==> config.mk <==
export PLATFORM = sky130hd
export DESIGN_NAME = wr_track
export DESIGN_NICKNAME = d
export VERILOG_FILES = /design/src/hdl/ddr_stream_pkg.sv /design/src/hdl/wr_track.sv
export VERILOG_INCLUDE_DIRS = /design/src /design/src/hdl
export SDC_FILE = /design/constraint.sdc
export NUM_CORES = 1
export LEC_CHECK = 0
export BUFFER_PORTS_ARGS = -buffer_cell sky130_fd_sc_hd__buf_2
export CORE_ASPECT_RATIO = 2
export CORE_UTILIZATION = 45
export DETAILED_ROUTE_END_ITERATION = 8
export SETUP_SLACK_MARGIN = 0.02
export SYNTH_ARGS = -nofsm -noshare
export SYNTH_HDL_FRONTEND = slang
export SYNTH_SLANG_ARGS = --single-unit
==> constraint.sdc <==
create_clock -name aclk -period 9.7 [get_ports aclk]
set_input_delay 0 -clock aclk [delete_from_list [all_inputs] [get_ports aclk]]
set_output_delay 0 -clock aclk [all_outputs]
set_load 0.01 [all_outputs]
==> src/hdl/ddr_stream_macros.svh <==
/*
  bridge parameters shared by the package and the engines
  beats are 64 bytes wide and a burst is 64 beats, so BURST_BYTES,
  BURST_LEN, BEAT_SHIFT and DATA_W must be changed together
*/
`ifndef DDR_STREAM_MACROS_SVH
`define DDR_STREAM_MACROS_SVH

// bus widths
`define DS_ADDR_W 34
`define DS_DATA_W 512
`define DS_ID_W 6

// burst shape
`define DS_BURST_BYTES 4096
`define DS_BURST_LEN 63
`define DS_BEAT_SHIFT 6

// watermark lead required before a read-ahead burst
`define DS_RD_MARGIN 8192

// host id that is tracked on DDR A and gated on DDR C
`define DS_TRACK_ID 0
// id of the bridge's own bursts
`define DS_ENGINE_ID 1

// outstanding tracked host writes
`define DS_FIFO_DEPTH 16

`endif

==> src/hdl/ddr_stream_pkg.sv <==
/*
  types shared by the streaming bridge
  AW and AR carry only id, address and len; the other AXI sidebands
  are tied off outside the bridge
*/
`include "ddr_stream_macros.svh"

package ddr_stream_pkg;

  // ------------------------------
  // plain vectors
  // ------------------------------
  typedef logic [`DS_ADDR_W-1:0] addr_t;
  typedef logic [`DS_DATA_W-1:0] data_t;
  typedef logic [`DS_ID_W-1:0] id_t;
  typedef logic [7:0] len_t;
  typedef logic [1:0] resp_t;

  // ------------------------------
  // channel payloads
  // ------------------------------

  // AW and AR request
  typedef struct packed {
    id_t id;
    addr_t addr;
    len_t len;
  } addr_req_t;

  // B response, 2'b00 is OKAY
  typedef struct packed {
    id_t id;
    resp_t resp;
  } wr_rsp_t;

  // image write-back FSM
  typedef enum logic [1:0] {
    WB_IDLE,
    WB_ADDR,
    WB_DATA
  } wb_state_t;

endpackage

==> src/hdl/wr_track.sv <==
/*
  tracks host writes with id DS_TRACK_ID and moves the watermark over
  completions that are in order and contiguous
  B responses must come back in AW order; a B in the same cycle as its
  own AW is not seen, and AWs beyond DS_FIFO_DEPTH outstanding are lost
*/
`timescale 1ns/1ns
`include "ddr_stream_macros.svh"

module wr_track (
  input logic aclk,
  input logic aresetn,
  input ddr_stream_pkg::addr_req_t aw,
  input logic aw_fire,
  input ddr_stream_pkg::wr_rsp_t b,
  input logic b_fire,
  output ddr_stream_pkg::addr_t written_until
);

  import ddr_stream_pkg::*;

  localparam int PTR_W = $clog2(`DS_FIFO_DEPTH);

  addr_t start_mem [`DS_FIFO_DEPTH];
  addr_t end_mem [`DS_FIFO_DEPTH];
  logic [PTR_W-1:0] wr_ptr;
  logic [PTR_W-1:0] rd_ptr;
  logic [PTR_W:0] count;
  logic push;
  logic pop;
  logic okay;
  addr_t aw_end;

  // first byte past the burst
  assign aw_end = aw.addr + ((addr_t'(aw.len) + addr_t'(1)) << `DS_BEAT_SHIFT);

  assign push = aw_fire && (aw.id == `DS_TRACK_ID) && (count != `DS_FIFO_DEPTH);
  // every tracked completion pops, so the FIFO stays aligned with the B order
  assign pop = b_fire && (b.id == `DS_TRACK_ID) && (count != 0);
  assign okay = (b.resp == 2'b00);

  // ------------------------------
  // address pair storage
  // ------------------------------
  always_ff @(posedge aclk) begin
    if (push) begin
      start_mem[wr_ptr] <= aw.addr;
      end_mem[wr_ptr] <= aw_end;
    end
  end

  // ------------------------------
  // pointers and watermark
  // ------------------------------
  always_ff @(posedge aclk) begin
    if (!aresetn) begin
      wr_ptr <= '0;
      rd_ptr <= '0;
      count <= '0;
      written_until <= '0;
    end else begin
      if (push) begin
        wr_ptr <= wr_ptr + 1'b1;
      end
      if (pop) begin
        rd_ptr <= rd_ptr + 1'b1;
      end
      case ({push, pop})
        2'b10: count <= count + 1'b1;
        2'b01: count <= count - 1'b1;
        default: count <= count;
      endcase
      // a write that starts past the watermark leaves a hole, skip it
      if (pop && okay && (start_mem[rd_ptr] <= written_until)) begin
        written_until <= end_mem[rd_ptr];
      end
    end
  end

endmodule

==> results.cfg <==
[logic_synthesis]
synthMostInstantiatedCell = sky130_fd_sc_hd__edfxtp_1
netlist_top_cells_count = sky130_fd_sc_hd__edfxtp_1 (992), sky130_fd_sc_hd__mux4_2 (336), sky130_fd_sc_hd__nand2_1 (101)
yosysUniqueCellTypes = 48
yosysTopAreaCell = sky130_fd_sc_hd__edfxtp_1
synth-edff-count = 992
synth-main-ff-cell = sky130_fd_sc_hd__edfxtp_1
synthTopCellsByArea = sky130_fd_sc_hd__edfxtp_1 (71%), sky130_fd_sc_hd__mux4_2 (18%), sky130_fd_sc_hd__dfxtp_1 (2.4%)
netlist_area_um2 = 41900
ys_seq_elements = 1043
top_cell_type_s_share_of_synthesized_area_pct = 71.0
synthesis.nets = 2035
synthCells = 1920
postSynthAreaPerCell_um2 = 21.8
synthArstFlopShare_pct = 0
yosys_warnings = 0
synth-seq-area-share_pct = 73.5

[setup_path]
timing_worst_setup_path_type = flop to flop
worst-r2r-cell-count = 11
timing.critical_path.from_type = flop
element_type_at_the_critical_path_end = flop
worstPathArrival_ns = 6.27
critical_path.max_fanout = 73
cp.required_ns = 10.29
rrSetupSlack_ns = 4.03

[floorplanning]
die_y_um = 434
num_rows = 158
area_of_the_core_um2 = 92500
initial_core_util_pct = 45.3
floorplan.die_area_um2 = 94500
width_of_the_die_um = 218
ios = 94

[detailed_routing]
routedWlPerCell_um = 31.8
drtPass1Iterations = 5
vias_per_cell = 5.97
detail-route-antenna-nets = 0
detail_route.iter0.violations = 1835
dr_total_vias = 20114
finalWirelength_um = 107000
route.detailed.drc = 0

[power_and_ir_drop]
leakagePower_uw = 0.0144
cellPowerDensity_nw_per_um2 = 185
vdd_ir_drop_max_mv = 0.139

[final_layout]
synthToLayoutAreaGrowth_pct = 12.5
antenna-diode-count = 0
seq_area_um2 = 30800
post_route_cells_drive_above_1_share_pct = 29.4
final.fill_count = 7330
finalInstanceArea_um2 = 47200
fin_nets = 2216
finalNonFillerCells = 3370
multi_input_area_um2 = 10500

[sta]
final_min_period_over_clock_period_pct = 58.5
max_slew.worst_pin.slew_ns = 1.26
finalClockSkew_ns = 0.0265
finalMaxSlewViolations = 0
setup_tns_ns = 0
maxSlewHeadroom_pct = 15.8
hold_violations = 0
fmaxAchievable_mhz = 176
post-route-min-period_ns = 5.67
finalSetupViolCount = 0
setup_slack_ns = 4.03
rsz0062_at_grt = no

[clocking]
clk_latency_ns = 0.69
cts_buffer_depth = 3
cts_tree = yes
cts_post_setup_buffers_inserted = 0
total_clock_buffers_created_by_cts = 86
numClockSinks = 1043
clk_root_buffer_cell = sky130_fd_sc_hd__clkbuf_16
cts_max_level = 3
path_clk_slew_ns = 0.07

[global_route]
grt_pass1_vias = 21201
grt.busiest_layer = met2
grt_first_pass_wirelength_um = 152000
m1_gr_usage_pct = 27.1
largest_net_degree_at_the_start_of_global_routing = 105
initial_antenna_violation_count = 1
groute.usage.overall_pct = 23.3
met2_usage_pct = 43.0
global_route_overflow = 0
groute.layer.met3.usage_pct = 3.32

[place]
dpl-instance-area_um2 = 43900
dp_hpwl_um = 62700
placement.setup.worst_slack_ns = 4.04
placement.io_buffers = 93
dp_cells = 3171
gp_congestion = 0.816

[worst_hold_path]
hold_path_depth = 5
path_class_of_the_lowest_slack_min_delay_path = input port to flop

[run]
drv.max_cap_violation_count = 0

[status]
status = finished clean
metrics by stage:
step                hold WS (ns)  total power (uW)  utilization (%)
floorplan                 0.0989              5140                -
global route              0.0927              8940             51.0
detailed placement         0.402              5260             47.5
CTS                       0.0224              8800             51.0
finish                    0.0633              8730             51.0
global placement           0.383              5250             47.5
report_power, final:
part	total, uW	internal [uW]	switching, uW
sequential	4960	4960	0.353
combinational	205	53.8	151
clock	3560	1930	1630
total	8730	6940	1780
kinds of logic (layout without fill, tap and decap cells):
family,Yosys count,count (layout),share of synthesized area (%)
simple gates,201,201,2.30
buf+inv,149,399,1.76
fa+ha+maj,55,55,1.68
xor+xnor,42,42,0.877
compound gates,55,55,0.794
flops,1043,1043,73.5
mux,375,375,19.1
final timing paths:
kind / startpoint / endpoint
worst max-delay path: flop / written_until[18]
worst min-delay path: aw[43] / wr_ptr[0]
worst max register to register: flop / written_until[18]
worst min register to register: written_until[17] / written_until[17]
per-layer routing:
metal / share of wire (%) / routed length, um
met5: 0.0093 / 10
met4: 3.7 / 3960
met3: 4.9 / 5220
met2: 55 / 59500
met1: 36 / 38600
state kept, by name (all words and copies together) (netlist names), named ones only:
name	flops
end_mem	544
start_mem	448
written_until	34
count	5
rd_ptr	4
wr_ptr	4
area by class of cell:
cell class / count / share of cell area [%]
clock buffers: 103 / 4.81
clock inverters: 54 / 1.20
inverters: 54 / 0.430
multi-input cells: 728 / 22.2
flip-flops and latches: 1043 / 65.4
well taps: 1200 / 3.18
repair buffers: 188 / 2.77
cells in the final DEF (no fill, tap or decap), types with 30 or more instances in the layout:
cell type and n:
sky130_fd_sc_hd__buf_2 93, sky130_fd_sc_hd__buf_4 51, sky130_fd_sc_hd__clkbuf_16 88, sky130_fd_sc_hd__dfxtp_1 43
sky130_fd_sc_hd__dlygate4sd3_1 42, sky130_fd_sc_hd__edfxtp_1 992, sky130_fd_sc_hd__ha_1 53, sky130_fd_sc_hd__inv_1 54
sky130_fd_sc_hd__mux2i_1 35, sky130_fd_sc_hd__mux4_2 336, sky130_fd_sc_hd__nand2_1 101, sky130_fd_sc_hd__xnor2_1 30
critical path, cell delays in order (launching register included):
cell and delay, ns:
sky130_fd_sc_hd__dfxtp_4 1.05, sky130_fd_sc_hd__buf_4 0.97, sky130_fd_sc_hd__mux4_2 0.43, sky130_fd_sc_hd__mux4_2 0.47
sky130_fd_sc_hd__ha_1 0.33, sky130_fd_sc_hd__nand2_1 0.07, sky130_fd_sc_hd__nor3_1 0.41, sky130_fd_sc_hd__and3_1 0.24
sky130_fd_sc_hd__nand3_1 0.13, sky130_fd_sc_hd__a221oi_4 0.30, sky130_fd_sc_hd__buf_4 0.60, sky130_fd_sc_hd__mux2i_1 0.28
repair_timing:
item                                    in CTS  in global routing
hold buffers                                42                  0
endpoints found under the setup margin       0                  0
gates resized for setup                      0                  0
hold endpoints to repair                   566                  0
Note: power is estimated with default switching activity, not from simulation.
