$ cat src/hdl/ddr_stream_macros.svh
/*
  bridge parameters shared by the package and the engines
  beats are 64 bytes wide and a burst is 64 beats, so BURST_BYTES,
  BURST_LEN, BEAT_SHIFT and DATA_W must be changed together
*/
`ifndef DDR_STREAM_MACROS_SVH
`define DDR_STREAM_MACROS_SVH

// bus widths
`define DS_ADDR_W 34
`define DS_DATA_W 512
`define DS_ID_W 6

// burst shape
`define DS_BURST_BYTES 4096
`define DS_BURST_LEN 63
`define DS_BEAT_SHIFT 6

// watermark lead required before a read-ahead burst
`define DS_RD_MARGIN 8192

// host id that is tracked on DDR A and gated on DDR C
`define DS_TRACK_ID 0
// id of the bridge's own bursts
`define DS_ENGINE_ID 1

// outstanding tracked host writes
`define DS_FIFO_DEPTH 16

`endif

$ cat src/hdl/ddr_stream_pkg.sv
/*
  types shared by the streaming bridge
  AW and AR carry only id, address and len; the other AXI sidebands
  are tied off outside the bridge
*/
`include "ddr_stream_macros.svh"

package ddr_stream_pkg;

  // ------------------------------
  // plain vectors
  // ------------------------------
  typedef logic [`DS_ADDR_W-1:0] addr_t;
  typedef logic [`DS_DATA_W-1:0] data_t;
  typedef logic [`DS_ID_W-1:0] id_t;
  typedef logic [7:0] len_t;
  typedef logic [1:0] resp_t;

  // ------------------------------
  // channel payloads
  // ------------------------------

  // AW and AR request
  typedef struct packed {
    id_t id;
    addr_t addr;
    len_t len;
  } addr_req_t;

  // B response, 2'b00 is OKAY
  typedef struct packed {
    id_t id;
    resp_t resp;
  } wr_rsp_t;

  // image write-back FSM
  typedef enum logic [1:0] {
    WB_IDLE,
    WB_ADDR,
    WB_DATA
  } wb_state_t;

endpackage

$ cat src/hdl/host_rd_gate.sv
/*
  holds tracked host reads of DDR C until the write-back has covered them
  the completed count assumes write-back starts at address 0 and grows
  in 4 KiB steps; other ids are granted without a check
*/
`timescale 1ns/1ns
`include "ddr_stream_macros.svh"

module host_rd_gate (
  input logic aclk,
  input logic aresetn,
  input ddr_stream_pkg::addr_req_t host_ar,
  input logic host_ar_valid,
  output logic host_ar_ready,
  output logic ddr_ar_valid,
  input logic ddr_ar_ready,
  input ddr_stream_pkg::wr_rsp_t b,
  input logic b_valid
);

  import ddr_stream_pkg::*;

  addr_t done_bytes;
  addr_t req_end;
  logic pass;
  logic grant;
  logic hold;

  assign req_end = host_ar.addr + ((addr_t'(host_ar.len) + addr_t'(1)) << `DS_BEAT_SHIFT);
  assign pass = (host_ar.id != `DS_TRACK_ID) || (done_bytes >= req_end);

  // one-cycle window, both sides follow DDR C arready
  assign ddr_ar_valid = grant && ddr_ar_ready;
  assign host_ar_ready = grant && ddr_ar_ready;

  always_ff @(posedge aclk) begin
    if (!aresetn) begin
      done_bytes <= '0;
      grant <= 1'b0;
      hold <= 1'b0;
    end else begin
      // bready is tied high, so valid alone completes a B
      if (b_valid && (b.id == `DS_ENGINE_ID) && (b.resp == 2'b00)) begin
        done_bytes <= done_bytes + addr_t'(`DS_BURST_BYTES);
      end
      grant <= 1'b0;
      hold <= 1'b0;
      // a failed check waits one idle cycle before the next one
      if (host_ar_valid && ddr_ar_ready && !grant && !hold) begin
        grant <= pass;
        hold <= !pass;
      end
    end
  end

endmodule

$ cat config.mk
export PLATFORM = sky130hd
export DESIGN_NAME = host_rd_gate
export DESIGN_NICKNAME = d
export VERILOG_FILES = /design/src/hdl/ddr_stream_pkg.sv /design/src/hdl/host_rd_gate.sv
export VERILOG_INCLUDE_DIRS = /design/src /design/src/hdl
export SDC_FILE = /design/constraint.sdc
export NUM_CORES = 1
export LEC_CHECK = 0
export BUFFER_PORTS_ARGS = -buffer_cell sky130_fd_sc_hd__buf_4
export CAP_MARGIN = 5
export CORE_ASPECT_RATIO = 1.1
export CORE_UTILIZATION = 49
export DETAILED_ROUTE_END_ITERATION = 10
export MAX_ROUTING_LAYER = met4
export PLACE_DENSITY_LB_ADDON = 0.3
export SETUP_SLACK_MARGIN = 0.3
export SKIP_CTS_REPAIR_TIMING = 1
export SYNTH_ARGS = -nofsm -noshare
export SYNTH_HDL_FRONTEND = slang
export SYNTH_SLANG_ARGS = --single-unit
export TNS_END_PERCENT = 50
$ cat constraint.sdc
create_clock -name aclk -period 3.5 [get_ports aclk]
set_input_delay 0.175 -clock aclk [delete_from_list [all_inputs] [get_ports aclk]]
set_output_delay 0.175 -clock aclk [all_outputs]
set_load 0.005 [all_outputs]
==> results of run 1 <==
[worst max path at each step]
| stage | to | depth (start not counted) |
|---|---|---|
| 2_1_floorplan | hold | 16 |
| 3_3_place_gp | hold | 18 |
| 3_5_place_dp | hold | 18 |
| 4_1_cts | hold | 18 |
| 5_1_grt | hold | 16 |
| 6_report | hold | 16 |
[cell type report]
type	count	area, um^2	area share
repair buffers	94	713	0.208
well taps	56	70.1	0.0205
inverters	9	33.8	0.00986
flip-flops and latches	24	480	0.140
multi-input cells	269	2070	0.605
clock buffers	4	55.1	0.0161
[cells by family after synthesis]
| kind of cell | count (synthesis) |
|---|---|
| and+or+nand+nor | 140 |
| xor gates and xnor gates | 49 |
| AOI/OAI and AO/OA | 44 |
| adders and majority gates | 34 |
| DFF | 24 |
| buffers and inverters | 14 |
| muxes | 1 |
[metrics by stage]
stage / cell area, um^2 / power, mW
after floorplan: 2530 / 0.406
after global routing: 3420 / 0.778
after detailed placement: 3250 / 0.529
after global placement: 3250 / 0.524
after CTS: 3300 / 0.715
final: 3420 / 0.738
[layout by cell type (no fill, tap or decap), types with 10 or more instances in the layout]
cell type,netlist,final
dfxtp_1,24,24
nand3_1,18,16
nor2_1,10,10
a21oi_1,16,16
buf_4,2,92
and2_1,19,19
ha_1,33,31
nand2_1,24,24
xor2_1,22,22
nand4_1,18,18
xnor2_1,27,26
[layer usage]
layer	part of all wire	routed length [um]	vias to the layer above
met2	0.54	3340	70
met3	0.036	219	8
met4	0.012	72	0
met1	0.41	2520	1199
li1	-	-	1306
met5	0	0	-
[registers in the layout, summed over array words and instances (netlist names)]
name        flops
done_bytes     22
grant           1
hold            1
[cells in the mapped netlist, types with 2 or more instances]
cell / count / area, um^2
nor4_1: 6 / 37.5
or2_2: 3 / 18.8
nor3_1: 7 / 35.0
and3b_1: 2 / 17.5
or3_1: 2 / 12.5
and3_1: 10 / 62.6
and2_1: 19 / 119
xnor2_1: 27 / 236
nand3_1: 18 / 90.1
nor2b_1: 5 / 31.3
buf_4: 2 / 15.0
and4_1: 3 / 26.3
a21o_1: 9 / 67.6
clkbuf_1: 3 / 11.3
inv_1: 9 / 33.8
or4_1: 3 / 22.5
nand4_1: 18 / 113
dfxtp_1: 24 / 480
a21oi_1: 16 / 80.1
a21boi_0: 2 / 15.0
nand2b_1: 2 / 12.5
ha_1: 33 / 413
o21ai_0: 8 / 40.0
xor2_1: 22 / 193
nor2_1: 10 / 37.5
nand2_1: 24 / 90.1
[report_power, final]
group | leakage, nW | internal (mW) | switching, mW
Combinational | 1.37 | 0.152 | 0.118
Clock | 0.0288 | 0.101 | 0.0935
Sequential | 0.193 | 0.273 | 0.000274
Total | 1.60 | 0.526 | 0.212
==> results.json, run 1 <==
{
  "status": "complete, but fails checks",
  "violations": "setup timing",
  "fin_cells": 456,
  "cp-startpoint": "host_ar[0]",
  "chipWidth_um": 70.3,
  "yosysSeqAreaShare": 0.191,
  "synthMuxAreaShare": 0.00398,
  "arrival_ns": 4.02,
  "synth_compound_area_frac": 0.114,
  "vias": 2583,
  "max_slew_margin": 0.641,
  "cts_tree": "built",
  "io_buffers": 62,
  "grt_max_degree": 24,
  "netlist_area_mm2": 0.00252,
  "start_util": 0.526,
  "clock_sinks": 24,
  "ys.flop_type": "dfxtp_1",
  "cp_max_fo": 6,
  "synth-xor-area-share": 0.171,
  "tns_ns": -0.678,
  "finalCriticalPeriod_ns": 3.86,
  "synth_fa_ha_area_frac": 0.172,
  "drive_above_1_share": 0.298,
  "slowest_stage": "or4_4",
  "clk_pin_slew_ns": 0.09,
  "required_ns": 3.67,
  "h-tree-depth": 1,
  "r2r_start": "done_bytes[12]",
  "antenna_found_initial": 0,
  "pin_count": 63,
  "maxCapViolations": 0,
  "synth_edf_count": 0,
  "clock_skew_ns": 0.00895,
  "end_kind": "flip-flop",
  "cts_buffers": 3,
  "vias_per_cell": 5.66,
  "min-delay-start": "aresetn",
  "whs_endpoint": "done_bytes[25]",
  "start_kind": "input port",
  "layout.nets": 496,
  "rows": 26,
  "dp_cells": 447,
  "rrSetupSlack_ns": 1.30,
  "worst_slew_pin_slew_ns": 0.534,
  "met3_usage": 0.0342,
  "min_period_over_period": 1.10,
  "wl_per_cell_um": 13.5,
  "crit_buf_inv": 1,
  "r2r-end": "hold",
  "die-area_mm2": 0.00543,
  "dr.pass1.iters": 4,
  "ys_ff_latch": 24,
  "rr_worst_depth": 7,
  "critPathTopFamily": "simple AND/OR/NAND/NOR gates",
  "finalMaxSlewViolations": 0,
  "setup_viol": 2,
  "crit_chain": "buf_6 -> ha_4 -> xor2_1 -> ha_2 -> nor2b_2 -> o211a_1 -> or4_4 -> a31oi_4 -> and3b_1 -> xnor2_1 -> ha_1 -> nand4_1 -> nor4_2 -> nand4_1 -> or4_4 -> and3b_1",
  "rsz0062_at_grt": "true",
  "clkLatencyLatePin_ns": 0.27,
  "place.gp.congestion": 0.776,
  "grt_pass1_vias": 2371,
  "pwr_density_cell_mw_per_mm2": 215,
  "grt_pass1_wl_mm": 9.56,
  "path_class": "in2reg",
  "pre_cts_ws_ns": -0.674,
  "syn_area_per_cell_um2": 8.22,
  "grt_usage": 0.218,
  "hp-class": "in2reg",
  "antenna_cells": 0,
  "synth_simple_gate_area_frac": 0.324,
  "core-area_mm2": 0.00478,
  "gr-total-overflow": 0,
  "async_flop_share": 0,
  "syn_nets": 401,
  "dp_hpwl_mm": 4.83,
  "max-clock-path-buffers": 2,
  "setup_ws_ns": -0.356,
  "ant_nets": 0,
  "grt.busiest_layer": "met2",
  "drt_iter0_markers": 107,
  "holdPathStages": 2,
  "synth.distinct_cells": 45,
  "use_met2": 0.418,
  "cts-root-buf": "clkbuf_8",
  "die_height_um": 77.2,
  "use_met1": 0.229,
  "area_growth_pct": 36.1,
  "fillers": 382,
  "ir_drop_v": 0.000184,
  "hold_ws_ns": 0.271,
  "drc": 0,
  "postRouteWirelength_mm": 6.15,
  "ys_warn_count": 0,
  "fmax_mhz": 259,
  "fin_util": 0.716,
  "p_leak_nw": 1.60,
  "synth_cells": 306,
  "synth_top_family_by_area": "simple AND/OR/NAND/NOR gates",
  "slowest_delay_ns": 0.51,
  "hold_viol_final": 0
}
Note: power is estimated with default switching activity, not from simulation.
==> run 2, diff against run 1 <==
--- a/config.mk
+++ b/config.mk
@@ -9,7 +9,8 @@
 export BUFFER_PORTS_ARGS = -buffer_cell sky130_fd_sc_hd__buf_4
 export CAP_MARGIN = 5
 export CORE_ASPECT_RATIO = 1.1
-export CORE_UTILIZATION = 49
+export CORE_UTILIZATION = 50
+export CTS_BUF_LIST = sky130_fd_sc_hd__clkbuf_2
 export DETAILED_ROUTE_END_ITERATION = 10
 export MAX_ROUTING_LAYER = met4
 export PLACE_DENSITY_LB_ADDON = 0.3
==> results.json, run 2 (synthesis results as in run 1) <==
{
  "pre_cts_ws_ns": -0.710,
  "start_util": 0.530,
  "pwr_density_cell_mw_per_mm2": 192,
  "drt_iter0_markers": 118,
  "layout_common_cells": "93 x buf_4, 30 x ha_1, 26 x xnor2_1",
  "grt_pass1_vias": 2493,
  "grt_usage": 0.235,
  "status": "complete, but fails checks",
  "drive_above_1_share": 0.308,
  "clock_skew_ns": 0.00517,
  "max_slew_margin": 0.676,
  "wl_per_cell_um": 14.2,
  "violations": "setup timing",
  "maxCapViolations": 0,
  "p_leak_nw": 1.58,
  "pin_count": 63,
  "grt_pass1_wl_mm": 10.2,
  "clock_sinks": 24,
  "h-tree-depth": 1,
  "dp_hpwl_mm": 5.01,
  "antenna_found_initial": 0,
  "grt.busiest_layer": "met2",
  "clkLatencyLatePin_ns": 0.33,
  "dp_cells": 447,
  "path_class": "in2reg",
  "arrival_ns": 4.01,
  "cts_buffers": 3,
  "max-clock-path-buffers": 2,
  "finalMaxSlewViolations": 0,
  "io_buffers": 62,
  "top_register": "done_bytes",
  "largestRegisters": "done_bytes: 22 flops, grant: 1 flops, hold: 1 flops",
  "use_met1": 0.245,
  "ir_drop_v": 0.000160,
  "place.gp.congestion": 0.837,
  "rows": 26,
  "ant_nets": 0,
  "clk_pin_slew_ns": 0.22,
  "postRouteWirelength_mm": 6.46,
  "vias_per_cell": 5.75,
  "required_ns": 3.77,
  "rsz0062_at_grt": "true",
  "grt_max_degree": 24,
  "fin_cells": 455,
  "gr-total-overflow": 0,
  "fin_util": 0.724,
  "end_kind": "flip-flop",
  "finalCriticalPeriod_ns": 3.74,
  "setup_viol": 2,
  "antenna_cells": 0,
  "use_met2": 0.453,
  "layout.nets": 496,
  "die-area_mm2": 0.00532,
  "drc": 0,
  "chipWidth_um": 69.6,
  "cp_max_fo": 4,
  "cts_tree": "built",
  "cts-root-buf": "clkbuf_2",
  "min_period_over_period": 1.07,
  "core-area_mm2": 0.00475,
  "fmax_mhz": 267,
  "area_growth_pct": 36.7,
  "largest_reg_flops": 22,
  "vias": 2614,
  "start_kind": "input port",
  "dr.pass1.iters": 4,
  "hold_viol_final": 0,
  "met3_usage": 0.0370,
  "setup_ws_ns": -0.244,
  "hp-class": "in2reg",
  "worst_slew_pin_slew_ns": 0.482,
  "final_common_cell": "buf_4",
  "die_height_um": 76.4
}
## run 2: critical path, stage by stage
cell and delay, ns:
buf_4 0.13, ha_2 0.19, xor2_2 0.15, ha_2 0.18, or2_4 0.24, o211a_1 0.24, or4_4 0.53, a31oi_4 0.23
buf_4 0.15, nor2_1 0.04, xnor2_1 0.13, ha_1 0.29, nand4_1 0.14, buf_4 0.19, or4_4 0.52, o221a_4 0.30
and3b_1 0.17
## run 2: report_power, final
group | internal, mW | switching, mW
Sequential | 0.274 | 0.000278
Combinational | 0.154 | 0.127
Clock | 0.0233 | 0.0806
Total | 0.452 | 0.208
## run 2: cell type report
class                           instances  area, um^2
Multi-Input combinational cell        270        2140
Fill cell                             380        1310
Timing Repair Buffer                   93         698
Sequential cell                        24         480
Tap cell                               56        70.1
Inverter                                9        33.8
Clock buffer                            3        15.0
## run 2: per-layer routing
metal / vias up / part of all wire
met5: - / 0
met4: 0 / 0.013
met3: 10 / 0.038
met2: 71 / 0.53
met1: 1225 / 0.41
li1: 1308 / -
## run 2: path summary, 6_finish.rpt
| path | end | start | cells after the start | slack, ns |
|---|---|---|---|---|
| setup / recovery | hold | host_ar[1] | 17 | -0.24 |
| hold / removal | grant | aresetn | 3 | 0.17 |
| setup reg to reg | hold | done_bytes[24] | 6 | 1.30 |
| hold reg to reg | grant | hold | 3 | 0.55 |
## run 2: metrics by stage
stage               instance area (um^2)  total power, mW  hold WS (ns)  TNS, ns
finish                              3440            0.660         0.171   -0.444
global route                        3440            0.701         0.138   -0.717
CTS                                 3260            0.631         0.160   -0.657
detailed placement                  3250            0.530         0.519    -1.37
global placement                    3250            0.523         0.543    -1.03
floorplan                           2530            0.406         0.307   -0.413
==> run 3, diff against run 2 <==
--- a/config.mk
+++ b/config.mk
@@ -7,13 +7,14 @@
 export NUM_CORES = 1
 export LEC_CHECK = 0
 export BUFFER_PORTS_ARGS = -buffer_cell sky130_fd_sc_hd__buf_4
-export CAP_MARGIN = 5
+export CAP_MARGIN = 20
 export CORE_ASPECT_RATIO = 1.1
 export CORE_UTILIZATION = 50
 export CTS_BUF_LIST = sky130_fd_sc_hd__clkbuf_2
 export DETAILED_ROUTE_END_ITERATION = 10
 export MAX_ROUTING_LAYER = met4
 export PLACE_DENSITY_LB_ADDON = 0.3
+export REMOVE_ABC_BUFFERS = 1
 export SETUP_SLACK_MARGIN = 0.3
 export SKIP_CTS_REPAIR_TIMING = 1
 export SYNTH_ARGS = -nofsm -noshare
==> results.json, run 3 (synthesis results as in run 1) <==
{
  "status": "complete, but fails checks",
  "violations": "setup timing",
  "grt_usage": 0.233,
  "max_slew_margin": 0.631,
  "p_leak_nw": 1.60,
  "die-area_mm2": 0.00532,
  "fin_util": 0.716,
  "cts_tree": "built",
  "met3_usage": 0.0370,
  "drive_above_1_share": 0.294,
  "io_buffers": 62,
  "place.gp.congestion": 0.883,
  "hp-class": "in2reg",
  "grt_max_degree": 24,
  "pin_count": 63,
  "vias_per_cell": 5.56,
  "top_register": "done_bytes",
  "hold_viol_final": 0,
  "pwr_density_cell_mw_per_mm2": 216,
  "wl_per_cell_um": 13.4,
  "ant_nets": 0,
  "chipWidth_um": 69.6,
  "drc": 0,
  "clkLatencyLatePin_ns": 0.36,
  "die_height_um": 76.4,
  "maxCapViolations": 0,
  "slowest_delay_ns": 0.54,
  "h-tree-depth": 1,
  "dp_hpwl_mm": 5.10,
  "gr-total-overflow": 0,
  "crit_buf_inv": 2,
  "layout_common_cells": "96 x buf_4, 33 x ha_1, 27 x xnor2_1",
  "rsz0062_at_grt": "true",
  "largestRegisters": "done_bytes: 22 flops, grant: 1 flops, hold: 1 flops",
  "critPathTopFamily": "simple AND/OR/NAND/NOR gates",
  "grt_pass1_vias": 2518,
  "p_total_uw": 733,
  "required_ns": 3.80,
  "start_kind": "input port",
  "end_kind": "flip-flop",
  "arrival_ns": 3.97,
  "start_util": 0.530,
  "use_met2": 0.446,
  "finalCriticalPeriod_ns": 3.67,
  "cts_buffers": 3,
  "dr.pass1.iters": 6,
  "antenna_found_initial": 0,
  "cp_max_fo": 4,
  "vias": 2545,
  "worst_slew_pin_slew_ns": 0.549,
  "antenna_cells": 0,
  "ir_drop_v": 0.000176,
  "grt.busiest_layer": "met2",
  "path_class": "in2reg",
  "core-area_mm2": 0.00475,
  "use_met1": 0.233,
  "setup_viol": 2,
  "clock_skew_ns": 0.00238,
  "setup_ws_ns": -0.168,
  "cts-root-buf": "clkbuf_2",
  "max-clock-path-buffers": 2,
  "clk_pin_slew_ns": 0.24,
  "min_period_over_period": 1.05,
  "clock_sinks": 24,
  "area_growth_pct": 35.1,
  "drt_iter0_markers": 88,
  "finalMaxSlewViolations": 0,
  "final_common_cell": "buf_4",
  "slowest_stage": "or4_1",
  "rows": 26,
  "grt_pass1_wl_mm": 10.1,
  "crit_chain": "buf_4 -> and3_1 -> nand3_1 -> or2_4 -> xnor2_1 -> ha_1 -> buf_4 -> a21o_1 -> or4_4 -> a31oi_4 -> and3b_1 -> xnor2_1 -> ha_1 -> nand4_1 -> or4_1 -> o221a_2 -> and3b_1",
  "fmax_mhz": 273,
  "layout.nets": 498,
  "largest_reg_flops": 22,
  "postRouteWirelength_mm": 6.12
}
==> run 3: cell type report <==
cell class	instances	area [um^2]
Clock buffer	3	15.0
Fill cell	391	1350
Tap cell	56	70.1
Timing Repair Buffer	97	732
Multi-Input combinational cell	268	2040
Clock inverter	1	30.0
Sequential cell	24	480
Inverter	9	33.8
==> run 3: metrics by stage <==
step / area, um^2 / hold WS, ns / std cells / setup WS (ns) / setup TNS, ns
2_1_floorplan: 2490 / 0.297 / 301 / -0.369 / -0.644
3_3_place_gp: 3270 / 0.519 / 452 / -0.715 / -1.39
3_5_place_dp: 3270 / 0.543 / 452 / -0.822 / -1.59
4_1_cts: 3320 / 0.118 / 456 / -0.423 / -0.816
5_1_grt: 3400 / 0.117 / 458 / -0.374 / -0.716
6_report: 3400 / 0.138 / 458 / -0.168 / -0.302
==> run 3: final timing paths <==
| kind | from | endpoint | slack [ns] | cells past startpoint |
|---|---|---|---|---|
| min reg2reg | done_bytes[23] | done_bytes[23] | 0.57 | 2 |
| max reg2reg | done_bytes[12] | hold | 1.29 | 7 |
| min | aresetn | done_bytes[19] | 0.14 | 2 |
| max | host_ar[0] | hold | -0.17 | 17 |
==> run 3: metal layers <==
layer  vias to the layer above  routed length (um)
met5                         -                   0
met4                         0                 174
met3                        18                 239
met2                        62                3260
met1                      1161                2450
li1                       1304                   -
==> run 3: where the power goes <==
part	leakage [nW]	switching, mW	internal, mW	total, mW
clock network	0.0266	0.0914	0.0983	0.190
logic	1.38	0.119	0.149	0.268
registers	0.193	0.000200	0.275	0.275
