File: config.mk
export PLATFORM = sky130hd
export DESIGN_NAME = img_writeback
export DESIGN_NICKNAME = d
export VERILOG_FILES = /design/src/hdl/ddr_stream_pkg.sv /design/src/hdl/img_writeback.sv
export VERILOG_INCLUDE_DIRS = /design/src /design/src/hdl
export SDC_FILE = /design/constraint.sdc
export NUM_CORES = 1
export LEC_CHECK = 0
export BUFFER_PORTS_ARGS = -buffer_cell sky130_fd_sc_hd__buf_2
export CAP_MARGIN = 5
export CORE_AREA = 2 2 420 422
export CTS_BUF_LIST = sky130_fd_sc_hd__clkbuf_2 sky130_fd_sc_hd__clkbuf_4 sky130_fd_sc_hd__clkbuf_8
export DETAILED_ROUTE_END_ITERATION = 16
export DIE_AREA = 0 0 422 424
export HOLD_SLACK_MARGIN = 0.02
export PLACE_DENSITY = 0.3
export SLEW_MARGIN = 5
export SYNTH_ARGS = -nofsm -noshare
export SYNTH_HDL_FRONTEND = slang
export SYNTH_SLANG_ARGS = --single-unit
export TNS_END_PERCENT = 10
File: constraint.sdc
create_clock -name aclk -period 1.6 [get_ports aclk]
set_input_delay 0.16 -clock aclk [delete_from_list [all_inputs] [get_ports aclk]]
set_output_delay 0.16 -clock aclk [all_outputs]
set_load 0.05 [all_outputs]
File: src/hdl/ddr_stream_macros.svh
/*
  bridge parameters shared by the package and the engines
  beats are 64 bytes wide and a burst is 64 beats, so BURST_BYTES,
  BURST_LEN, BEAT_SHIFT and DATA_W must be changed together
*/
`ifndef DDR_STREAM_MACROS_SVH
`define DDR_STREAM_MACROS_SVH

// bus widths
`define DS_ADDR_W 34
`define DS_DATA_W 512
`define DS_ID_W 6

// burst shape
`define DS_BURST_BYTES 4096
`define DS_BURST_LEN 63
`define DS_BEAT_SHIFT 6

// watermark lead required before a read-ahead burst
`define DS_RD_MARGIN 8192

// host id that is tracked on DDR A and gated on DDR C
`define DS_TRACK_ID 0
// id of the bridge's own bursts
`define DS_ENGINE_ID 1

// outstanding tracked host writes
`define DS_FIFO_DEPTH 16

`endif

File: src/hdl/ddr_stream_pkg.sv
/*
  types shared by the streaming bridge
  AW and AR carry only id, address and len; the other AXI sidebands
  are tied off outside the bridge
*/
`include "ddr_stream_macros.svh"

package ddr_stream_pkg;

  // ------------------------------
  // plain vectors
  // ------------------------------
  typedef logic [`DS_ADDR_W-1:0] addr_t;
  typedef logic [`DS_DATA_W-1:0] data_t;
  typedef logic [`DS_ID_W-1:0] id_t;
  typedef logic [7:0] len_t;
  typedef logic [1:0] resp_t;

  // ------------------------------
  // channel payloads
  // ------------------------------

  // AW and AR request
  typedef struct packed {
    id_t id;
    addr_t addr;
    len_t len;
  } addr_req_t;

  // B response, 2'b00 is OKAY
  typedef struct packed {
    id_t id;
    resp_t resp;
  } wr_rsp_t;

  // image write-back FSM
  typedef enum logic [1:0] {
    WB_IDLE,
    WB_ADDR,
    WB_DATA
  } wb_state_t;

endpackage

File: src/hdl/img_writeback.sv
/*
  writes two 4 KiB bursts of the accelerator output to DDR C per image
  both AWs go out before the first W beat, and beats come at most every
  other cycle; B responses are not waited for
*/
`timescale 1ns/1ns
`include "ddr_stream_macros.svh"

module img_writeback (
  input logic aclk,
  input logic aresetn,
  input logic img_buffered,
  output ddr_stream_pkg::addr_req_t aw,
  output logic aw_valid,
  input logic aw_ready,
  output ddr_stream_pkg::data_t wdata,
  output logic wlast,
  output logic w_valid,
  input logic w_ready,
  input ddr_stream_pkg::data_t fifo_out_bits,
  input logic fifo_out_vld,
  output logic fifo_out_rdy
);

  import ddr_stream_pkg::*;

  localparam int BURST_BEATS = `DS_BURST_LEN + 1;
  localparam int IMG_BEATS = 2 * BURST_BEATS;

  wb_state_t state;
  addr_t wr_ptr;
  logic second_aw;
  logic [$clog2(IMG_BEATS)-1:0] beat_cnt;
  logic pace;
  logic w_fire;

  assign aw = '{
    id: id_t'(`DS_ENGINE_ID),
    addr: wr_ptr,
    len: len_t'(`DS_BURST_LEN)
  };
  assign aw_valid = (state == WB_ADDR);

  // beat may go only in the cycle after the pace toggle was armed
  assign w_valid = (state == WB_DATA) && fifo_out_vld && pace;
  assign fifo_out_rdy = (state == WB_DATA) && w_ready && pace;
  assign w_fire = w_valid && w_ready;
  assign wdata = fifo_out_bits;
  assign wlast = &beat_cnt[$clog2(BURST_BEATS)-1:0];

  always_ff @(posedge aclk) begin
    if (!aresetn) begin
      state <= WB_IDLE;
      wr_ptr <= '0;
      second_aw <= 1'b0;
      beat_cnt <= '0;
      pace <= 1'b0;
    end else begin
      pace <= fifo_out_vld && w_ready && !pace;
      case (state)
        WB_IDLE: begin
          if (img_buffered) begin
            state <= WB_ADDR;
            second_aw <= 1'b0;
          end
        end
        WB_ADDR: begin
          if (aw_valid && aw_ready) begin
            wr_ptr <= wr_ptr + addr_t'(`DS_BURST_BYTES);
            second_aw <= 1'b1;
            if (second_aw) begin
              state <= WB_DATA;
              beat_cnt <= '0;
            end
          end
        end
        WB_DATA: begin
          if (w_fire) begin
            beat_cnt <= beat_cnt + 1'b1;
            if (&beat_cnt) begin
              state <= WB_IDLE;
            end
          end
        end
        default: state <= WB_IDLE;
      endcase
    end
  end

endmodule

==> flow_metrics.env, run 1 <==
export IMPL_regArea_um2=692
export IMPL_hold_path_class="in2reg"
export IMPL_stdcell_count=2609
export IMPL_path_delay_family="simple AND/OR/NAND/NOR gates"
export IMPL_area_delta_synth_final_pct=-8.20
export IMPL_nFillCells=21038
export IMPL_report_final_slew_viol_count=0
export IMPL_cp_arrival_ps=1400
export IMPL_drt_iter0_markers=149
export IMPL_htreeDepth=2
export IMPL_ys_types=38
export IMPL_p_clk_share_pct=40.2
export IMPL_clock_skew_ps=5.75
export IMPL_core_area_mm2=0.175
export IMPL_ios=1082
export IMPL_drt_total_wl_um=84000
export IMPL_comb_power_share_pct=13.1
export IMPL_finalHoldViolCount=0
export IMPL_cts_tree="yes"
export IMPL_multi_input_area_um2=961
export IMPL_grt_ovfl_total=0
export IMPL_period_share_pct=97.5
export IMPL_wire_per_inst_um=32.2
export IMPL_grt_max_degree=15
export IMPL_clk_latency_ps=290
export IMPL_syn_area_per_cell_um2=7.79
export IMPL_crit_chain="buf_4 -> nor2b_2 -> and3_1 -> buf_4"
export IMPL_synthFlopType="dfxtp_1"
export IMPL_cts_buffers=5
export IMPL_ir_drop_mv=0.212
export IMPL_switchingPower_uw=533
export IMPL_die_w_um=422
export IMPL_timing_fmax_mhz=641
export IMPL_fp_dieH_um=424
export IMPL_setup_viol=0
export IMPL_dpl_cell_area_mm2=0.00498
export IMPL_ys_seq_area_share_pct=11.8
export IMPL_utilization_pct=2.93
export IMPL_power_density_mw_per_mm2=348
export IMPL_post_route_min_period_ps=1560
export IMPL_cp_start_kind="flop"
export IMPL_vias=2676
export IMPL_critPathBufInv=2
export IMPL_hpwl_um=80700
export IMPL_worst_path_most_repeated_cell="buf_4"
export IMPL_r2r_cells=5
export IMPL_path_depth=4
export IMPL_initial_core_util_pct=3.19
export IMPL_clk_pin_slew_ps=70
export IMPL_synth_edf_count=0
export IMPL_cts_sink_count=33
export IMPL_antenna_found_initial=1
export IMPL_syn_inst=717
export IMPL_synthArstFlopShare_pct=0
export IMPL_p_leak_nw=1.03
export IMPL_slowest_stage="dfxtp_1"
export IMPL_num_rows=154
export IMPL_postCtsHoldBufs=0
export IMPL_path_class="reg2out"
export IMPL_maxCapViolCount=0
export IMPL_outcome="complete, no violations"
export IMPL_insertedDiodeCount=0
export IMPL_setup_tns_final_ps=0
export IMPL_grt_pass1_vias=2597
export IMPL_fin_area_mm2=0.00513
export IMPL_hold_ws_ps=210
export IMPL_portBuffers=31
export IMPL_rsz0062_at_grt="true"
export IMPL_cts_root_buf="clkbuf_8"
export IMPL_placedCellCount=2600
export IMPL_yosysWarnings=0
export IMPL_finalNetCount=788
export IMPL_die_area_mm2=0.179
export IMPL_pwr_share_seq_pct=46.7
export IMPL_swShare_pct=29.9
export IMPL_drive_gt1_share_pct=39.0
export IMPL_ys_ff_latch=33
export IMPL_grt_usage_pct=8.90
export IMPL_cp_required_ps=1440
export IMPL_hold_depth=2
export IMPL_max_stage_delay_ps=340
export IMPL_endpoint_kind="output pin"
export IMPL_ant_nets=0
export IMPL_critical_path_max_fanout=7
export IMPL_viasPerCell=1.03
export IMPL_p_int_mw=1.25
export IMPL_drcViolationCount=0
export IMPL_gp_congestion=0.797
export IMPL_grt_pass1_wl_um=89700
export IMPL_first_pass_iters=4
export IMPL_synth_area_mm2=0.00559
export IMPL_cts_buffer_depth=2
## flip-flops by register name (all words and copies together), names as in the netlist
name       cells
wr_ptr        22
second_aw      1
pace           1
state          2
beat_cnt       7
## worst register-to-register path: stages (launching register included)
cell and delay [ps]:
dfxtp_2 320, buf_4 150, nand3b_1 250, o21a_4 270, or3_1 340, a21oi_1 130
## synth_stat cells, drive strengths merged, types with 2 or more instances
library cell	n	area, um2
clkbuf	2	7.51
a21oi	17	85.1
dfxtp	33	661
o31ai	4	30.0
nor3	2	10.0
or3	8	50.1
ha	2	25.0
nand3	14	75.1
conb	2	7.51
o21ai	12	60.1
or4	4	30.0
nand2b	2	12.5
mux2i	2	20.0
nor2	15	56.3
nand4	4	31.3
inv	6	22.5
buf	540	4050
nand2	9	41.3
and3	7	43.8
and4b	3	30.0
xnor2	5	43.8
xor2	5	43.8
nor2b	3	18.8
and4	5	43.8
## power by group through the flow
stage	Combinational [mW]	Clock, mW	Sequential, mW
CTS	0.232	0.751	0.832
global placement	0.232	0	0.851
global route	0.244	0.783	0.833
floorplan	3.67	0	0.861
finish	0.234	0.716	0.832
detailed placement	0.231	0	0.851
## cells in the final DEF, fill, tap and decap left out, drive strengths merged, types with 5 or more instances in the layout
master,instances
buf,62
dfxtp,33
conb,26
a21oi,17
nor2,15
nand3,14
o21ai,12
nand2,9
or3,8
and3,7
clkbuf,7
inv,6
xnor2,5
xor2,5
and4,5
## kinds of logic (layout without fill, tap and decap cells)
group                      count (synthesis)  count (layout)  synth area share (%)
buffers and inverters                    549              77                  73.2
and+or+nand+nor                           80              80                  8.44
AOI/OAI and AO/OA                         38              38                  3.85
DFF                                       33              33                  11.8
xor gates and xnor gates                  10              10                  1.57
muxes                                      3               3                 0.560
adders and majority gates                  2               2                 0.448
other                                      2              26                 0.134
## stage by stage
step	total power [mW]	setup WS, ps
after global placement	1.08	21.4
after detailed placement	1.08	49.3
final	1.78	39.2
after global routing	1.86	-23.0
after CTS	1.81	6.16
after floorplan	4.53	-69.6
## final timing paths
| path | start | end | slack (ps) |
|---|---|---|---|
| worst max-delay path | state[1]$_SDFFE_PN0P_ | fifo_out_rdy | 40 |
| worst min-delay path | fifo_out_vld | pace$_SDFF_PN0_ | 210 |
| worst max register to register | state[0]$_SDFFE_PN0P_ | beat_cnt[4]$_SDFFE_PN0P_ | 70 |
| worst min register to register | beat_cnt[6]$_SDFFE_PN0P_ | beat_cnt[6]$_SDFFE_PN0P_ | 490 |
## metal layers
metal  routed length (um)  up-vias  GRT usage (%)
met3                34700      119           17.5
met5                  144        -          0.726
met2                39800      768           14.8
met1                 7720      977           2.28
met4                 1690        4           1.63
li1                     -      808              -
## final cells by class
class / count / area share (%)
Tap cell: 2340 / 57.1
Multi-Input combinational cell: 159 / 18.7
Sequential cell: 33 / 13.5
Timing Repair Buffer: 62 / 8.20
Clock buffer: 7 / 1.88
Inverter: 7 / 0.512
Clock inverter: 1 / 0.0976
## what timing repair did
action,in CTS,in global routing
hold endpoints to repair,0,0
setup buffers,0,1
resized for setup,6,12
endpoints found under the setup margin,3,11
pin swaps,0,2
Power figures use the tool's default switching activity.
==> run 2, diff against run 1 <==
--- a/config.mk
+++ b/config.mk
@@ -14,6 +14,7 @@
 export DIE_AREA = 0 0 422 424
 export HOLD_SLACK_MARGIN = 0.02
 export PLACE_DENSITY = 0.3
+export REMOVE_ABC_BUFFERS = 1
 export SLEW_MARGIN = 5
 export SYNTH_ARGS = -nofsm -noshare
 export SYNTH_HDL_FRONTEND = slang
==> flow_metrics.env, run 2 (synthesis results as in run 1) <==
export IMPL_outcome="complete, no violations"
export IMPL_maxCapViolCount=0
export IMPL_report_final_slew_viol_count=0
export IMPL_viasPerCell=1.85
export IMPL_endpoint_kind="output pin"
export IMPL_path_class="reg2out"
export IMPL_hpwl_um=293000
export IMPL_rsz0062_at_grt="true"
export IMPL_fp_dieH_um=424
export IMPL_largest_reg_flops=22
export IMPL_path_depth=5
export IMPL_ios=1082
export IMPL_drt_iter0_markers=752
export IMPL_portBuffers=31
export IMPL_wire_per_inst_um=114
export IMPL_dpl_cell_area_mm2=0.00502
export IMPL_finalHoldViolCount=0
export IMPL_ir_drop_mv=0.278
export IMPL_r2r_cells=5
export IMPL_drive_gt1_share_pct=36.0
export IMPL_initial_core_util_pct=3.19
export IMPL_clk_latency_ps=300
export IMPL_finalPower_mw=1.82
export IMPL_die_area_mm2=0.179
export IMPL_htreeDepth=2
export IMPL_vias=4839
export IMPL_die_w_um=422
export IMPL_grt_ovfl_total=0
export IMPL_cp_start_kind="flop"
export IMPL_num_rows=154
export IMPL_post_route_min_period_ps=1590
export IMPL_clk_pin_slew_ps=80
export IMPL_postCtsHoldBufs=0
export IMPL_hold_path_class="in2reg"
export IMPL_drt_total_wl_um=297000
export IMPL_cts_root_buf="clkbuf_8"
export IMPL_hold_depth=3
export IMPL_cp_required_ps=1440
export IMPL_grt_usage_pct=32.2
export IMPL_grt_pass1_vias=3318
export IMPL_fin_area_mm2=0.00520
export IMPL_nFillCells=21013
export IMPL_p_leak_nw=1.05
export IMPL_insertedDiodeCount=0
export IMPL_stdcell_count=2615
export IMPL_utilization_pct=2.97
export IMPL_gp_congestion=1.31
export IMPL_hold_ws_ps=193
export IMPL_slowest_stage="dfxtp_2"
export IMPL_cts_buffer_depth=2
export IMPL_power_density_mw_per_mm2=350
export IMPL_finalNetCount=794
export IMPL_drcViolationCount=0
export IMPL_cts_buffers=5
export IMPL_antenna_found_initial=3
export IMPL_grt_max_degree=28
export IMPL_setup_viol=0
export IMPL_period_share_pct=99.3
export IMPL_critPathBufInv=3
export IMPL_cts_tree="yes"
export IMPL_critical_path_max_fanout=7
export IMPL_final_cell_mix="buf_4, buf_2, conb_1, dfxtp_1, a21oi_1"
export IMPL_first_pass_iters=5
export IMPL_cts_sink_count=33
export IMPL_cp_arrival_ps=1430
export IMPL_clock_skew_ps=14.1
export IMPL_largest_register="wr_ptr"
export IMPL_path_delay_family="buffers and inverters"
export IMPL_crit_chain="buf_6 -> nor2b_4 -> buf_8 -> and3_4 -> buf_12"
export IMPL_max_stage_delay_ps=350
export IMPL_core_area_mm2=0.175
export IMPL_ant_nets=0
export IMPL_grt_pass1_wl_um=306000
export IMPL_top_regs="wr_ptr: 22 flops, beat_cnt: 7 flops, state: 2 flops"
export IMPL_area_delta_synth_final_pct=-6.90
export IMPL_timing_fmax_mhz=629
export IMPL_placedCellCount=2605
export IMPL_final_common_cell="buf_4"
==> run 2: metrics by stage <==
step                      setup WS [ps]  TNS (ps)
after floorplan                    -389     -2700
after global placement             21.1         0
after detailed placement           36.2         0
after CTS                        -0.782    -0.782
after global routing              -19.3     -66.6
final                              11.3         0
==> run 2: cell type report <==
class	count	area, um2	area share (%)
timing repair buffer	68	508	9.77
multi-input combinational	159	978	18.8
clock inverter	1	7.51	0.144
inverter	7	26.3	0.505
clock buffer	7	83.8	1.61
sequential	33	669	12.9
tap	2340	2930	56.3
==> run 2: path summary, 6_finish.rpt <==
kind                                 start  slack, ps                        to
hold / removal                img_buffered        190     state[0]$_SDFFE_PN0P_
hold reg to reg   beat_cnt[6]$_SDFFE_PN0P_        480  beat_cnt[6]$_SDFFE_PN0P_
setup reg to reg     state[0]$_SDFFE_PN0P_         60  beat_cnt[3]$_SDFFE_PN0P_
setup / recovery     state[1]$_SDFFE_PN0P_         10              fifo_out_rdy
==> run 2: layer usage <==
metal / GRT usage [%] / share of wire, %
met1: 3.78 / 5.2
met4: 21.1 / 8.5
met2: 61.4 / 53
met5: 27.4 / 2.1
met3: 48.2 / 31
==> run 2: tightest hold or removal path, cell delays in order <==
cell and delay [ps]:
buf_2 100, o21ai_0 70, nor3_1 110
==> run 2: power by group <==
| part | internal [mW] | switching [mW] |
|---|---|---|
| clock network | 0.343 | 0.374 |
| registers | 0.829 | 0.00645 |
| logic | 0.0429 | 0.223 |
| total | 1.22 | 0.604 |
==> run 2: repair_timing <==
item	4_1_cts	5_1_grt
endpoints found under the setup margin	3	15
setup buffers	0	2
pin swaps	0	1
gates resized for setup	10	19
==> run 3, diff against run 2 <==
--- a/config.mk
+++ b/config.mk
@@ -6,14 +6,14 @@
 export SDC_FILE = /design/constraint.sdc
 export NUM_CORES = 1
 export LEC_CHECK = 0
+export ABC_AREA = 1
 export BUFFER_PORTS_ARGS = -buffer_cell sky130_fd_sc_hd__buf_2
 export CAP_MARGIN = 5
-export CORE_AREA = 2 2 420 422
+export CORE_AREA = 2 2 415 417
 export CTS_BUF_LIST = sky130_fd_sc_hd__clkbuf_2 sky130_fd_sc_hd__clkbuf_4 sky130_fd_sc_hd__clkbuf_8
 export DETAILED_ROUTE_END_ITERATION = 16
-export DIE_AREA = 0 0 422 424
+export DIE_AREA = 0 0 417 419
 export HOLD_SLACK_MARGIN = 0.02
-export PLACE_DENSITY = 0.3
 export REMOVE_ABC_BUFFERS = 1
 export SLEW_MARGIN = 5
 export SYNTH_ARGS = -nofsm -noshare
==> flow_metrics.env, run 3 <==
export IMPL_outcome="complete, no violations"
export IMPL_die_w_um=417
export IMPL_report_final_slew_viol_count=0
export IMPL_comb_power_share_pct=16.0
export IMPL_finalNetCount=854
export IMPL_cts_buffers=5
export IMPL_wire_per_inst_um=114
export IMPL_fp_dieH_um=419
export IMPL_ir_drop_mv=0.221
export IMPL_largest_reg_flops=22
export IMPL_netlist_top_cells_area="buf_4, dfxtp_1, nand2_1, nor2_1, inv_1"
export IMPL_reg2reg_slack_ps=180
export IMPL_ant_nets=0
export IMPL_worstSetupStartpoint="beat_cnt[0]$_SDFFE_PN0P_"
export IMPL_pwr_share_seq_pct=47.2
export IMPL_portBuffers=31
export IMPL_synth_area_mm2=0.00578
export IMPL_drt_total_wl_um=293000
export IMPL_stdcell_count=2569
export IMPL_synthFlopType="dfxtp_1"
export IMPL_ys_types=29
export IMPL_setup_tns_final_ps=0
export IMPL_period_share_pct=95.7
export IMPL_switchingPower_uw=547
export IMPL_gp_congestion=1.37
export IMPL_grt_ovfl_total=0
export IMPL_syn_inst=809
export IMPL_drcViolationCount=0
export IMPL_p_leak_nw=1.03
export IMPL_cts_sink_count=33
export IMPL_cts_buffer_depth=2
export IMPL_yosysTopAreaCell="buf_4"
export IMPL_final_cell_mix="nand2_1, nor2_1, inv_1"
export IMPL_power_density_mw_per_mm2=359
export IMPL_cts_tree="yes"
export IMPL_viasPerCell=2.00
export IMPL_cts_root_buf="clkbuf_8"
export IMPL_vias=5149
export IMPL_path_class="reg2out"
export IMPL_placedCellCount=2560
export IMPL_r2r_cells=8
export IMPL_cp_start_kind="flop"
export IMPL_maxCapViolCount=0
export IMPL_hold_path_class="in2reg"
export IMPL_relSlewSlack_pct=64.1
export IMPL_worst_r2r_endpoint="wr_ptr[26]$_SDFFE_PN0P_"
export IMPL_post_route_min_period_ps=1530
export IMPL_top_regs="wr_ptr: 22 flops, beat_cnt: 7 flops, state: 2 flops"
export IMPL_timing_fmax_mhz=653
export IMPL_syn_area_per_cell_um2=7.15
export IMPL_rsz0062_at_grt="true"
export IMPL_p_clk_share_pct=36.9
export IMPL_clk_latency_ps=290
export IMPL_clk_pin_slew_ps=70
export IMPL_yosysWarnings=0
export IMPL_hpwl_um=290000
export IMPL_drt_iter0_markers=840
export IMPL_grt_pass1_wl_um=300000
export IMPL_post_cts_resize_count=3
export IMPL_synth_top_area_share_pct=69.8
export IMPL_finalHoldViolCount=0
export IMPL_final_common_cell="nand2_1"
export IMPL_ys_seq_area_share_pct=11.4
export IMPL_die_area_mm2=0.175
export IMPL_synthArstFlopShare_pct=0
export IMPL_endpoint_kind="output pin"
export IMPL_ys_ff_latch=33
export IMPL_largest_register="wr_ptr"
export IMPL_critical_path_max_fanout=4
export IMPL_r2r_start="wr_ptr[13]$_SDFFE_PN0P_"
export IMPL_clock_skew_ps=7.12
export IMPL_htreeDepth=2
export IMPL_synth_edf_count=0
export IMPL_drive_gt1_share_pct=20.3
export IMPL_postCtsHoldBufs=0
export IMPL_setup_viol=0
export IMPL_num_rows=152
export IMPL_postCtsSetupBuffers=0
export IMPL_grt_max_degree=20
export IMPL_worst_pin_slew_ps=538
export IMPL_swShare_pct=30.7
export IMPL_area_delta_synth_final_pct=-14.1
export IMPL_p_int_mw=1.23
export IMPL_antenna_found_initial=4
export IMPL_hp_start="fifo_out_vld"
export IMPL_fin_area_mm2=0.00496
export IMPL_dpl_cell_area_mm2=0.00485
export IMPL_cp_arrival_ps=1370
export IMPL_core_area_mm2=0.171
export IMPL_crit_path_end="wlast"
export IMPL_first_pass_iters=5
export IMPL_grt_usage_pct=32.5
export IMPL_synth_common_cells="buf_4, nand2_1, nor2_1, inv_1, dfxtp_1"
export IMPL_grt_pass1_vias=3255
export IMPL_initial_core_util_pct=3.39
export IMPL_hold_ws_ps=129
export IMPL_ios=1082
export IMPL_cp_required_ps=1440
export IMPL_synthMostInstantiatedCell="buf_4"
[run 3: cell count changes in the layout (fill, tap and decap cells not counted), sizes merged, moves of 6 or more]
cell / previous run / this run
buf: 68 / 35
and3: 7 / 0
inv: 6 / 40
nor2: 15 / 49
nand3: 14 / 24
nor3: 2 / 8
nand2: 9 / 78
or3: 8 / 0
[run 3: layout make-up]
class / count / area, um2
repair buffers: 35 / 240
diodes: 1 / 2.50
clock buffers: 8 / 91.3
well taps: 2233 / 2790
inverters: 41 / 155
multi-input cells: 218 / 1020
flip-flops and latches: 33 / 663
fillers: 20258 / 166000
[run 3: through the flow]
step | util [%] | worst slack (ps) | total power [mW]
final | 2.91 | 68.6 | 1.78
after global routing | 2.91 | -34.3 | 1.84
after CTS | 2.90 | 40.0 | 1.79
after detailed placement | 2.84 | 150 | 1.14
after global placement | 2.84 | 159 | 1.14
after floorplan | - | -240 | 1.06
[run 3: logic make-up (layout without fill, tap and decap cells)]
kind of cell | after synthesis | count (layout) | share of synthesized area (%)
xor gates and xnor gates | 2 | 2 | 0.303
buffers and inverters | 582 | 84 | 72.7
other | 2 | 27 | 0.130
AOI/OAI and AO/OA | 25 | 25 | 2.29
adders and majority gates | 2 | 2 | 0.433
and+or+nand+nor | 163 | 163 | 12.7
DFF | 33 | 33 | 11.4
[run 3: worst min-delay path by stage]
stage / slack, ps / end / cells past startpoint
4_1_cts: 120 / pace$_SDFF_PN0_ / 3
3_5_place_dp: 340 / wdata[173] / 0
6_report: 130 / pace$_SDFF_PN0_ / 3
5_1_grt: 110 / pace$_SDFF_PN0_ / 3
2_1_floorplan: 260 / state[1]$_SDFFE_PN0P_ / 2
3_3_place_gp: 340 / wdata[173] / 0
[run 3: critical path, cell delays in order, from the launching register on]
cell and delay [ps]:
dfxtp_2 350, ha_2 190, nand2_1 70, inv_1 70
nand2_1 100, nor2_4 140, buf_8 160
[run 3: layer usage]
layer,wire [um],track usage (%)
met5,9030,37.6
met4,31100,26.7
met3,88500,47.8
met2,148000,58.9
met1,16400,4.07
[run 3: power groups by stage]
stage                     Clock [mW]  Sequential, mW  Combinational (mW)
final                          0.656           0.840               0.284
after global routing           0.700           0.840               0.298
after CTS                      0.664           0.840               0.286
after detailed placement           0           0.858               0.286
after global placement             0           0.858               0.284
after floorplan                    0           0.869               0.195
